==> config.mk <==
export PLATFORM = sky130hd
export DESIGN_NAME = acquisitionTop
export DESIGN_NICKNAME = d
export VERILOG_FILES = /design/src/source/acqCfgPkg.sv /design/src/source/acqDataPkg.sv /design/src/source/acqConfigRegs.sv /design/src/source/triggerDetect.sv /design/src/source/acqSequencer.sv /design/src/source/sampleRamArbiter.sv /design/src/source/readoutPort.sv /design/src/source/acquisitionTop.sv
export VERILOG_INCLUDE_DIRS = /design/src /design/src/source
export SDC_FILE = /design/constraint.sdc
export NUM_CORES = 2
export LEC_CHECK = 0
export BUFFER_PORTS_ARGS = -buffer_cell sky130_fd_sc_hd__clkbuf_2
export CELL_PAD_IN_SITES_DETAIL_PLACEMENT = 2
export CELL_PAD_IN_SITES_GLOBAL_PLACEMENT = 2
export CORE_ASPECT_RATIO = 0.5
export CORE_MARGIN = 2
export CORE_UTILIZATION = 40
export DETAILED_ROUTE_END_ITERATION = 6
export PLACE_DENSITY_LB_ADDON = 0.1
export SYNTH_ARGS = -nofsm -noshare
export SYNTH_HDL_FRONTEND = slang
export SYNTH_SLANG_ARGS = --single-unit
==> constraint.sdc <==
create_clock -name adcClk -period 6.1 [get_ports adcClk]
set_input_delay 0.305 -clock adcClk [delete_from_list [all_inputs] [get_ports adcClk]]
set_output_delay 0.305 -clock adcClk [all_outputs]
set_load 0.05 [all_outputs]
==> src/source/acq_defs.svh <==
/*
 * ADC capture block build constants
 * Sample packing, buffer geometry and trigger pipeline depth
 */
`ifndef ACQ_DEFS_SVH
`define ACQ_DEFS_SVH

// Sample packing on the input stream
`define ADC_WIDTH       14
`define SLOT_WIDTH      16
`define ADC_SHIFT       (`SLOT_WIDTH - `ADC_WIDTH)
`define LANES           4
`define LANE_SEL_WIDTH  2

// Circular capture buffer, in sample words
`define RAM_DEPTH       64
`define RAM_ADDR_WIDTH  6

// Trigger sources and detection depth
`define EVENT_WIDTH     8
`define DETECT_LATENCY  4

`endif

==> src/source/acqCfgPkg.sv <==
/*
 * Host register layouts for the ADC capture block
 */
`include "acq_defs.svh"

package acqCfgPkg;

    // Control word, start bit or a readback request
    typedef struct packed {
        logic                                          start;
        logic [31-`RAM_ADDR_WIDTH-`LANE_SEL_WIDTH-1:0] spare;
        logic [`RAM_ADDR_WIDTH-1:0]                    readAddress;
        logic [`LANE_SEL_WIDTH-1:0]                    readLane;
    } ctrlReg;

    // Trigger word, level sits left-adjusted in the low half
    typedef struct packed {
        logic [31-16-`EVENT_WIDTH-1:0] spare;
        logic                          fallingEdge;
        logic [`EVENT_WIDTH-1:0]       eventEnables;
        logic signed [`ADC_WIDTH-1:0]  level;
        logic [`ADC_SHIFT-1:0]         levelPad;
    } trigCfg;

    // One bus word, meaning set by the strobe that comes with it
    typedef union packed {
        ctrlReg      ctrl;
        trigCfg      trig;
        logic [31:0] raw;
    } hostWord;

    typedef struct packed {
        logic signed [`ADC_WIDTH-1:0] level;
        logic [`EVENT_WIDTH-1:0]      eventEnables;
        logic                         fallingEdge;
    } trigSettings;

endpackage

==> src/source/acqDataPkg.sv <==
/*
 * Sample, buffer write and capture status types
 */
`include "acq_defs.svh"

package acqDataPkg;

    typedef logic signed [`ADC_WIDTH-1:0] adcSample;

    // All lanes of one clock, lane 0 is the oldest sample
    typedef adcSample [`LANES-1:0] sampleWord;

    typedef struct packed {
        logic                       enable;
        logic [`RAM_ADDR_WIDTH-1:0] address;
        sampleWord                  data;
    } ramWrite;

    typedef enum logic [2:0] {stStart, stFill, stArmed, stAcquire, stDone} acqState;

    typedef struct packed {
        logic                       fired;
        logic [`LANE_SEL_WIDTH-1:0] lane;
        sampleWord                  alignedWord;
    } trigEvent;

endpackage

==> src/source/acqConfigRegs.sv <==
/*
 * Host register file, decodes bus writes into trigger settings,
 * pretrigger length and start or readback pulses
 */
`timescale 1ns/1ps
`include "acq_defs.svh"

module acqConfigRegs (
    input  logic                        adcClk,
    input  logic                        rst,
    input  logic                        csrStrobe,
    input  logic                        trigCfgStrobe,
    input  logic                        pretrigStrobe,
    input  acqCfgPkg::hostWord          hostData,
    output acqCfgPkg::trigSettings      settings,
    output logic [`RAM_ADDR_WIDTH-1:0]  fillLength,
    output logic                        startPulse,
    output logic                        readPulse,
    output logic [`RAM_ADDR_WIDTH-1:0]  readAddress,
    output logic [`LANE_SEL_WIDTH-1:0]  readLane
);

    logic [`RAM_ADDR_WIDTH-1:0] pretrigCount;

    always_ff @(posedge adcClk) begin
        if (rst) begin
            settings     <= '0;
            pretrigCount <= '0;
            startPulse   <= 1'b0;
            readPulse    <= 1'b0;
            readAddress  <= '0;
            readLane     <= '0;
        end else begin
            // A control write either starts a capture or asks for a sample
            startPulse <= csrStrobe && hostData.ctrl.start;
            readPulse  <= csrStrobe && !hostData.ctrl.start;
            if (csrStrobe) begin
                readAddress <= hostData.ctrl.readAddress;
                readLane    <= hostData.ctrl.readLane;
            end
            if (trigCfgStrobe) begin
                settings.level        <= hostData.trig.level;
                settings.eventEnables <= hostData.trig.eventEnables;
                settings.fallingEdge  <= hostData.trig.fallingEdge;
            end
            if (pretrigStrobe) begin
                pretrigCount <= hostData.raw[`RAM_ADDR_WIDTH-1:0];
            end
        end
    end

    // Extra words cover the detector pipeline ahead of the armed state
    assign fillLength = pretrigCount + `RAM_ADDR_WIDTH'(`DETECT_LATENCY - 1);

endmodule

==> src/source/triggerDetect.sv <==
/*
 * Level and event trigger detector, reports the first crossing lane
 * along with the sample word it belongs to
 */
`timescale 1ns/1ps
`include "acq_defs.svh"

module triggerDetect (
    input  logic                                adcClk,
    input  logic                                rst,
    input  logic                                dataValid,
    input  logic [`LANES*`SLOT_WIDTH-1:0]       dataIn,
    input  logic [`EVENT_WIDTH-1:0]             eventStrobes,
    input  acqCfgPkg::trigSettings              settings,
    input  logic                                armed,
    output logic                                alignedValid,
    output acqDataPkg::trigEvent                detectEvent
);

    acqDataPkg::sampleWord word1, word2, word3;
    logic                  valid1, valid2, valid3;
    logic [`LANES-1:0]     above, below, flags;
    logic                  idleSeen, fired;
    logic [`LANE_SEL_WIDTH-1:0] lane;

    // Lowest flagged lane wins
    function automatic logic [`LANE_SEL_WIDTH-1:0] firstLane(input logic [`LANES-1:0] flagBits);
        logic [`LANE_SEL_WIDTH-1:0] sel;
        sel = '0;
        for (int i = `LANES - 1; i >= 0; i--) begin
            if (flagBits[i]) begin
                sel = `LANE_SEL_WIDTH'(i);
            end
        end
        return sel;
    endfunction

    //////////////////////////////////////////////////////////////////////
    // Three stage pipeline, extract, compare, pick edge

    always_ff @(posedge adcClk) begin
        if (rst) begin
            valid1 <= 1'b0;
            valid2 <= 1'b0;
            valid3 <= 1'b0;
        end else begin
            valid1 <= dataValid;
            valid2 <= valid1;
            valid3 <= valid2;
        end
    end

    always_ff @(posedge adcClk) begin
        for (int i = 0; i < `LANES; i++) begin
            word1[i] <= dataIn[i*`SLOT_WIDTH+`ADC_SHIFT +: `ADC_WIDTH];
            above[i] <= word1[i] > settings.level;
            below[i] <= word1[i] < settings.level;
        end
        word2 <= word1;
        word3 <= word2;
        flags <= settings.fallingEdge ? below : above;
    end

    //////////////////////////////////////////////////////////////////////
    // Fire decision, needs an idle word first unless an event forces it

    always_ff @(posedge adcClk) begin
        if (rst || !armed) begin
            idleSeen <= 1'b0;
            fired    <= 1'b0;
            lane     <= '0;
        end else if (!fired) begin
            if (|(settings.eventEnables & eventStrobes)) begin
                fired <= 1'b1;
                lane  <= '0;
            end else if (valid3) begin
                if (flags == '0) begin
                    idleSeen <= 1'b1;
                end else if (idleSeen) begin
                    fired <= 1'b1;
                    lane  <= firstLane(flags);
                end
            end
        end
    end

    assign alignedValid = valid3;
    assign detectEvent  = '{fired: fired, lane: lane, alignedWord: word3};

endmodule

==> src/source/acqSequencer.sv <==
/*
 * Capture sequencer, fills the pretrigger region, waits for the
 * trigger and writes the posttrigger remainder of the buffer
 */
`timescale 1ns/1ps
`include "acq_defs.svh"

module acqSequencer (
    input  logic                        adcClk,
    input  logic                        rst,
    input  logic                        startPulse,
    input  logic [`RAM_ADDR_WIDTH-1:0]  fillLength,
    input  logic                        alignedValid,
    input  acqDataPkg::trigEvent        detectEvent,
    output logic                        armed,
    output logic                        active,
    output logic                        full,
    output acqDataPkg::acqState         state,
    output acqDataPkg::ramWrite         ramPort,
    output logic [`RAM_ADDR_WIDTH-1:0]  trigAddress,
    output logic [`LANE_SEL_WIDTH-1:0]  trigLane
);

    localparam logic [`RAM_ADDR_WIDTH-1:0] lastWord = `RAM_ADDR_WIDTH'(`RAM_DEPTH - 1);

    logic                       writeEn;
    logic [`RAM_ADDR_WIDTH-1:0] wrAddr;
    logic [`RAM_ADDR_WIDTH-1:0] wordCount;

    // Active only in the start, fill, armed and acquire states
    assign writeEn = active && alignedValid;
    assign armed   = active && (state == acqDataPkg::stArmed);
    assign ramPort = '{enable: writeEn, address: wrAddr, data: detectEvent.alignedWord};

    always_ff @(posedge adcClk) begin
        if (rst) begin
            state       <= acqDataPkg::stStart;
            active      <= 1'b0;
            full        <= 1'b0;
            wrAddr      <= '0;
            wordCount   <= '0;
            trigAddress <= '0;
            trigLane    <= '0;
        end else begin
            // Circular buffer, address just wraps
            if (writeEn) begin
                wrAddr <= wrAddr + 1'b1;
            end
            if (startPulse) begin
                active    <= 1'b1;
                full      <= 1'b0;
                state     <= acqDataPkg::stStart;
                wordCount <= '0;
            end else if (active) begin
                case (state)
                    acqDataPkg::stStart: begin
                        state <= acqDataPkg::stFill;
                        if (writeEn) begin
                            wordCount <= wordCount + 1'b1;
                        end
                    end
                    acqDataPkg::stFill: begin
                        if (writeEn) begin
                            wordCount <= wordCount + 1'b1;
                            if (wordCount + 1'b1 >= fillLength) begin
                                state <= acqDataPkg::stArmed;
                            end
                        end
                    end
                    acqDataPkg::stArmed: begin
                        // Saturate so a late trigger still leaves one posttrigger word
                        if (writeEn && wordCount != lastWord) begin
                            wordCount <= wordCount + 1'b1;
                        end
                        if (detectEvent.fired) begin
                            // Address the word now entering the detector will take
                            trigAddress <= wrAddr + `RAM_ADDR_WIDTH'(`DETECT_LATENCY - 1);
                            trigLane    <= detectEvent.lane;
                            state       <= acqDataPkg::stAcquire;
                        end
                    end
                    acqDataPkg::stAcquire: begin
                        if (writeEn) begin
                            wordCount <= wordCount + 1'b1;
                            if (wordCount == lastWord) begin
                                state  <= acqDataPkg::stDone;
                                active <= 1'b0;
                                full   <= 1'b1;
                            end
                        end
                    end
                    default: begin
                    end
                endcase
            end
        end
    end

endmodule

==> src/source/sampleRamArbiter.sv <==
/*
 * Single-port sample buffer shared by capture writes and host reads,
 * writes always win and reads wait for a free cycle
 */
`timescale 1ns/1ps
`include "acq_defs.svh"

module sampleRamArbiter (
    input  logic                        adcClk,
    input  logic                        rst,
    input  acqDataPkg::ramWrite         ramPort,
    input  logic                        rdReq,
    input  logic [`RAM_ADDR_WIDTH-1:0]  rdAddress,
    output logic                        rdValid,
    output acqDataPkg::sampleWord       rdData
);

    acqDataPkg::sampleWord mem [`RAM_DEPTH];
    logic                  rdGrant;

    // Read gets the port only when no write is pending
    assign rdGrant = rdReq && !ramPort.enable;

    //////////////////////////////////////////////////////////////////////
    // Memory port, one access per cycle

    always_ff @(posedge adcClk) begin
        if (ramPort.enable) begin
            mem[ramPort.address] <= ramPort.data;
        end else if (rdGrant) begin
            rdData <= mem[rdAddress];
        end
    end

    always_ff @(posedge adcClk) begin
        if (rst) begin
            rdValid <= 1'b0;
        end else begin
            rdValid <= rdGrant;
        end
    end

endmodule

==> src/source/readoutPort.sv <==
/*
 * Host readback, requests one word and returns the chosen lane
 */
`timescale 1ns/1ps
`include "acq_defs.svh"

module readoutPort (
    input  logic                        adcClk,
    input  logic                        rst,
    input  logic                        readPulse,
    input  logic [`RAM_ADDR_WIDTH-1:0]  readAddress,
    input  logic [`LANE_SEL_WIDTH-1:0]  readLane,
    input  logic                        rdValid,
    input  acqDataPkg::sampleWord       rdData,
    output logic                        rdReq,
    output logic [`RAM_ADDR_WIDTH-1:0]  rdAddress,
    output logic [31:0]                 sampleOut
);

    logic pending;

    // Held from the pulse until data comes back
    assign rdReq = readPulse || (pending && !rdValid);

    // Host addresses are in trigger location terms, RAM lags by the detector
    assign rdAddress = readAddress - `RAM_ADDR_WIDTH'(`DETECT_LATENCY);

    always_ff @(posedge adcClk) begin
        if (rst) begin
            pending <= 1'b0;
        end else begin
            pending <= rdReq;
        end
    end

    always_ff @(posedge adcClk) begin
        if (rdValid) begin
            sampleOut <= {{(32-`SLOT_WIDTH){1'b0}}, rdData[readLane], {`ADC_SHIFT{1'b0}}};
        end
    end

endmodule

==> src/source/acquisitionTop.sv <==
/*
 * ADC capture block top level
 * Host registers, trigger detector, sequencer, shared buffer and readback
 */
`timescale 1ns/1ps
`include "acq_defs.svh"

module acquisitionTop (
    input  logic                            adcClk,
    input  logic                            rst,
    input  logic                            csrStrobe,
    input  logic                            trigCfgStrobe,
    input  logic                            pretrigStrobe,
    input  acqCfgPkg::hostWord              hostData,
    input  logic                            dataValid,
    input  logic [`LANES*`SLOT_WIDTH-1:0]   dataIn,
    input  logic [`EVENT_WIDTH-1:0]         eventStrobes,
    output logic [31:0]                     status,
    output logic [31:0]                     sampleOut,
    output logic [31:0]                     triggerLocation
);

    acqCfgPkg::trigSettings     settings;
    logic [`RAM_ADDR_WIDTH-1:0] fillLength, readAddress, rdAddress, trigAddress;
    logic [`LANE_SEL_WIDTH-1:0] readLane, trigLane;
    logic                       startPulse, readPulse, alignedValid, armed;
    logic                       active, full, rdReq, rdValid;
    acqDataPkg::trigEvent       detectEvent;
    acqDataPkg::acqState        state;
    acqDataPkg::ramWrite        ramPort;
    acqDataPkg::sampleWord      rdData;

    acqConfigRegs acqConfigRegs_i (
        .adcClk, .rst, .csrStrobe, .trigCfgStrobe, .pretrigStrobe, .hostData,
        .settings, .fillLength, .startPulse, .readPulse, .readAddress, .readLane
    );

    triggerDetect triggerDetect_i (
        .adcClk, .rst, .dataValid, .dataIn, .eventStrobes, .settings, .armed,
        .alignedValid, .detectEvent
    );

    acqSequencer acqSequencer_i (
        .adcClk, .rst, .startPulse, .fillLength, .alignedValid, .detectEvent,
        .armed, .active, .full, .state, .ramPort, .trigAddress, .trigLane
    );

    sampleRamArbiter sampleRamArbiter_i (
        .adcClk, .rst, .ramPort, .rdReq, .rdAddress, .rdValid, .rdData
    );

    readoutPort readoutPort_i (
        .adcClk, .rst, .readPulse, .readAddress, .readLane, .rdValid, .rdData,
        .rdReq, .rdAddress, .sampleOut
    );

    // Status word, flags on top and sequencer state in the low bits
    assign status = {active, full, {(32-5){1'b0}}, state};
    assign triggerLocation = {{(32-`RAM_ADDR_WIDTH-`LANE_SEL_WIDTH){1'b0}}, trigAddress, trigLane};

endmodule

# ---- Yosys cells after proc, flatten, opt, wreduce, memory -nomap -nowiden
# Memory sizes are Yosys's and may differ from the RTL's. A register that Yosys moved wholly into a read port is not among the register bits.
# Cells that the tools add are included.
dict set report totals {
  out_inout_bits 96
  word_cells 134
  ram_bits 3584
  memories 1
  ff_bits 267
}
# memory depth word_bits rd rd_clocked_by_memory_dff wr line
set mem_list {}
lappend mem_list {sampleRamArbiter_i.mem 64 56 1 1 1 sampleRamArbiter.sv:18} ;# acqDataPkg::sampleWord mem [`RAM_DEPTH];
dict set report classes {
  n_mux 32
  n_eq_ne 13
  reduce_logical 29
  n_lt_le_gt_ge 10
  bitwise 5
  add_sub_neg 5
}
# cell count
set op_table {}
lappend op_table {{14-bit greater-than comparator} 4}
lappend op_table {{14-bit < comparator} 4}
lappend op_table {{14-bit binary-select mux with 2-bit select} 1}
lappend op_table {{4-bit AND reduction} 5}
lappend op_table {{2-bit two-way mux} 8}
lappend op_table {{3-bit two-way mux} 5}
lappend op_table {{14-bit two-way mux} 1}
lappend op_table {{6-bit by 1-bit adder with 6-bit output (second input constant)} 2}
lappend op_table {{6-bit by 2-bit adder with 6-bit output (second input constant)} 2}
lappend op_table {{1-bit two-way mux} 12}
lappend op_table {{6-bit two-way mux} 2}
lappend op_table {{2-bit by 1-bit inequality test with 1-bit output (second input constant)} 6}
lappend op_table {{3-bit case mux with 4 select lines} 1}
lappend op_table {{6-bit case mux with 2 select lines} 1}
lappend op_table {{8-bit AND} 1}
lappend op_table {{8-bit OR reduction} 1}
lappend op_table {{1-bit logical AND} 7}
lappend op_table {{7-bit AND reduction} 1}
lappend op_table {{3-bit by 2-bit == test with 1-bit output (second input constant)} 2}
lappend op_table {{6-bit == test (second input constant)} 1}
lappend op_table {{6-bit greater-or-equal comparator} 1}
lappend op_table {{6-bit inequality test (second input constant)} 1}
lappend op_table {{2-bit nonzero test} 3}
lappend op_table {{6-bit by 3-bit subtractor with 6-bit output (second input constant)} 1}
lappend op_table {{13 further kinds} 21}

# ---- Logic depth before layout (Yosys ltp)
dict set report depth {
  ltp_word 8
  mapped_depth 15
  ltp_nobuf 9
}

# ---- Hierarchy
# Synthesis repeated with hierarchy kept, for this count alone.
dict set report unflattened {
  cells_unflattened 6664
  hier_area_um2 146917.2
}
# module seq_area_each_um2 n_inst area_per_inst_um2 cells_each
set modules_own_cells {}
lappend modules_own_cells {sampleRamArbiter 109324.9 1 136946.3 5806}
lappend modules_own_cells {triggerDetect 3743.6 1 5300.1 387}
lappend modules_own_cells {acqSequencer 500.5 1 1775.5 218}
lappend modules_own_cells {acqConfigRegs 780.7 1 1467.7 135}
lappend modules_own_cells {readoutPort 440.4 1 1026.0 64}
lappend modules_own_cells {acquisitionTop 0.0 1 401.6 54}

# ---- Least setup slack after synthesis
# Ideal clock, no wire load.
dict set report synth_path {
  path_type {reg-to-reg}
  startpoint {register acqSequencer_i.wrAddr[1]}
  endpoint {memory sampleRamArbiter_i.mem[39][0] (netlist bit), enable pin}
  path_buffers 2
  synth_period_minus_slack_ns 5.583
  arrival_time_ns 5.044
  stages_incl_launch_ff 6
  required_ns 5.561
  setup_time_ns 0.539
  slack_ns 0.517
  path_cell_list {dfxtp_1 > clkbuf_1 > nand2_1 > or3_1 > clkbuf_1 > nor3_1}
}
# element line
set synth_rtl {}
lappend synth_rtl {{start, declared} acqSequencer.sv:27} ;# logic [`RAM_ADDR_WIDTH-1:0] wrAddr;
lappend synth_rtl {{start signal, assigned} acqSequencer.sv:47} ;# wrAddr <= wrAddr + 1'b1;
lappend synth_rtl {{end, declared} sampleRamArbiter.sv:18}
# No word-level cell before the write port.

# ---- Worst setup path after layout
dict set report layout_path {
  startpoint {register acqConfigRegs_i.readAddress[2]}
  endpoint {register sampleRamArbiter_i.rdData[9] (netlist bit), data pin}
}
dict set report layout_between {
  elab_chain_len 1
}
# element line
set layout_lines {}
lappend layout_lines {{start, declared} acqConfigRegs.sv:19} ;# output logic [`RAM_ADDR_WIDTH-1:0] readAddress,
lappend layout_lines {{start signal, assigned} acqConfigRegs.sv:38} ;# readAddress <= hostData.ctrl.readAddress;
lappend layout_lines {{6-bit by 3-bit subtractor with 6-bit output} readoutPort.sv:26} ;# assign rdAddress = readAddress - `RAM_ADDR_WIDTH'(`DETECT_LATENCY);
lappend layout_lines {{end signal, assigned} sampleRamArbiter.sv:31} ;# rdData <= mem[rdAddress];
lappend layout_lines {{end, declared} sampleRamArbiter.sv:15} ;# output acqDataPkg::sampleWord rdData
# No other way between the ends.
# A chain may end at the register's enable or synchronous reset.

==> impl_metrics.yaml <==
global_route:
  grt-ovfl-total: 0
  antenna_found_initial: 42
  grt_pass1_wl_um: 664000
  grt_max_degree: 125
  grt_pass1_vias: 77019
  track_usage_pct: 26.0
detailed_routing:
  vias_per_cell: 6.04
  drt-initial-drc-count: 9492
  avgRoutedWirePerCell_um: 40.0
  antenna_left: 0
  vias: 73787
  wl_um: 489000
  dr.pass1.iters: 5
  remaining_drc_errors: 0
synthesis:
  yosys_warnings: 0
  synth_top_family_by_area: "multiplexers"
  synth_ff_type: "edfxtp_1"
  yosysSeqAreaShare_pct: 77.9
  synth_cell_types: 57
  synth_edf_count: 3654
  synth_compound_area_share_pct: 1.45
  muxShareOfSynthArea_pct: 16.9
  synthArstFlopShare_pct: 0
  ys_ff_latch: 3907
  synth_top_cell_by_area: "edfxtp_1"
  synthTopCellsByArea: "edfxtp_1 74%, mux4_2 16%, dfxtp_1 3.4%, mux2i_1 0.94%, buf_4 0.58%"
  netlist_area_sq_um: 147000
  synth_commonest_cells: "3654 x edfxtp_1, 1035 x mux4_2, 253 x dfxtp_1, 200 x nor2_1, 186 x nand2_1"
  avgSynthCellArea_sq_um: 22.9
  synthSimpleGateAreaFrac_pct: 1.47
  synth_fa_ha_area_share_pct: 0.569
  synth_top_area_share_pct: 74.5
  synth_xor_area_share_pct: 0.149
  yosysMostFrequentCell: "edfxtp_1"
  syn_inst: 6431
timing:
  setup_violations: 0
  rsz0062_at_grt: "no"
  fmax_mhz: 237
  period_needed_ps: 4210
  hold_viol_final: 0
  period_share_pct: 69.1
  setup_ws_ps: 1890
  clock_skew_ps: 48.6
  tightest_slew_ps: 1390
  slew_headroom_pct: 7.07
  setup_tns_ps: 0
  drv_slew: 0
final_layout:
  final-seq-area_sq_um: 115000
  final_nets: 7159
  multi_input_area_sq_um: 31100
  drive_above_1_share_pct: 28.4
  area_growth_pct: 14.4
  utilization_pct: 46.0
  fillers: 32274
floorplan:
  rows: 157
  dieArea_sq_um: 373000
  die_x_um: 862
  pin_count: 206
  initial_utilization_pct: 40.2
  coreArea_sq_um: 366000
  die_h_um: 433
worst_setup_path:
  path_max_fanout: 30
  start_kind: "flip-flop"
  slowest_delay_ps: 1000
  cp_cell_sequence: "nor3_1, xnor2_2, buf_4, nand2_4, o22ai_1, nor2_1"
  cp_slowest_cell: "xnor2_2"
  critPathCaptureType: "flip-flop"
  critical_path_class: "flip-flop to flip-flop"
  arrival_ps: 4840
  worstPathRequired_ps: 6730
clock_tree:
  cts_buffer_depth: 4
  clk_latency_ps: 940
  cts_buffers: 358
  path_clk_slew_ps: 60
  hold_buffers: 162
  cts_resized: 0
  cts_setup_buffers: 0
  ctsHtreeMaxLevel: 5
  cts_tree: "yes"
  cts.sinks: 3907
  cts-root-buf: "clkbuf_16"
place:
  pre_cts_slack_ps: 1990
  place_hpwl_um: 271000
  gp_congestion: 0.840
  io_buffers: 122
power:
  p_leak_nw: 52.1
  powerDensity_nw_per_um2: 332
  peakVddDrop_uv: 206
run_status:
  status: "completed"
run:
  maxCapViolations: 0
min_path:
  min_path_type: "primary input to flip-flop"
-- area by class of cell --
class	count	area share, %
Sequential cell	3907	68.2
Multi-Input combinational cell	2164	18.4
Inverter	33	0.0780
Timing Repair Buffer	518	2.80
Clock inverter	167	0.877
Clock buffer	485	5.92
Tap cell	4929	3.66
Antenna cell	16	0.0238
-- state kept, by name (all words and copies together), names as in the netlist, 6 cells and up --
| register | flops |
|---|---|
| acqSequencer_i.wordCount | 6 |
| acqSequencer_i.wrAddr | 6 |
| acqConfigRegs_i.pretrigCount | 6 |
| acqConfigRegs_i.settings | 23 |
| triggerDetect_i.detectEvent | 56 |
| acqSequencer_i.trigAddress | 6 |
| triggerDetect_i.word2 | 56 |
| sampleRamArbiter_i.mem | 3584 |
| acqConfigRegs_i.readAddress | 6 |
| readoutPort_i.sampleOut | 14 |
| sampleRamArbiter_i.rdData | 56 |
| triggerDetect_i.word1 | 56 |
-- cells by family after synthesis --
family          count (synthesis)
other cells                     1
mux                          1188
flops                        3907
compound gates                307
simple gates                  508
buf+inv                       428
xor+xnor                       25
fa+ha+maj                      67
-- worst paths after layout --
| kind | from | endpoint | slack [ps] | cells after the start |
|---|---|---|---|---|
| worst max-delay path | acqConfigRegs_i.readAddress[2]$_SDFFE_PP0P_ | sampleRamArbiter_i.rdData[9]$_DFFE_PP_ | 1890 | 6 |
| worst min-delay path | dataValid | triggerDetect_i.valid1$_SDFF_PP0_ | 160 | 3 |
| worst max register to register | acqConfigRegs_i.readAddress[2]$_SDFFE_PP0P_ | sampleRamArbiter_i.rdData[9]$_DFFE_PP_ | 1890 | 6 |
| worst min register to register | triggerDetect_i.word2[44]$_DFF_P_ | triggerDetect_i.detectEvent[44]$_DFF_P_ | 320 | 0 |
-- power by group --
part           switching [W]  leakage (nW)  internal [W]
Combinational        0.00187          11.5       0.00128
Sequential          0.000555          35.0        0.0294
Clock                 0.0104          5.63        0.0125
Total                 0.0128          52.1        0.0432
-- through the flow --
step	cell area, sq um	hold slack (ps)	total power [W]	cells
2_1_floorplan	148000	310	0.0322	6499
3_3_place_gp	155000	312	0.0335	11389
3_5_place_dp	155000	315	0.0336	11389
4_1_cts	168000	51.0	0.0563	12203
5_1_grt	168000	152	0.0574	12204
6_report	168000	155	0.0560	12219
-- per-layer routing --
| metal | GRT usage (%) | up-vias | wire, um |
|---|---|---|---|
| met1 | 38.4 | 41945 | 214000 |
| met2 | 40.6 | 3082 | 227000 |
| li1 | - | 28154 | - |
| met5 | 0 | - | 96 |
| met3 | 4.63 | 592 | 36400 |
| met4 | 5.97 | 14 | 11500 |
-- layout by cell type (no fill, tap or decap), types with 30 or more instances in the layout --
cell type,netlist,layout
a21oi_1,53,53
a22oi_1,44,43
a32oi_1,36,36
buf_12,0,58
buf_4,114,176
clkbuf_1,137,85
clkbuf_16,0,369
clkbuf_2,0,123
clkbuf_8,0,30
clkinv_1,0,51
clkinv_2,0,70
conb_1,1,69
dfxtp_1,253,193
dfxtp_2,0,57
dlygate4sd3_1,0,162
edfxtp_1,3654,3654
ha_1,67,66
inv_1,31,31
mux2i_1,139,139
mux4_2,1035,1035
nand2_1,186,184
nand3_1,39,39
nor2_1,200,135
nor2_4,0,64
o22ai_1,59,59
-- critical path: cells and delay by family, from the launching register on --
kind	cells	cell delay, ps
xor gates and xnor gates	1	1000
and+or+nand+nor	3	690
AOI/OAI and AO/OA	1	890
buffers and inverters	1	450
DFF	1	730
Note: power is estimated with default switching activity, not from simulation.
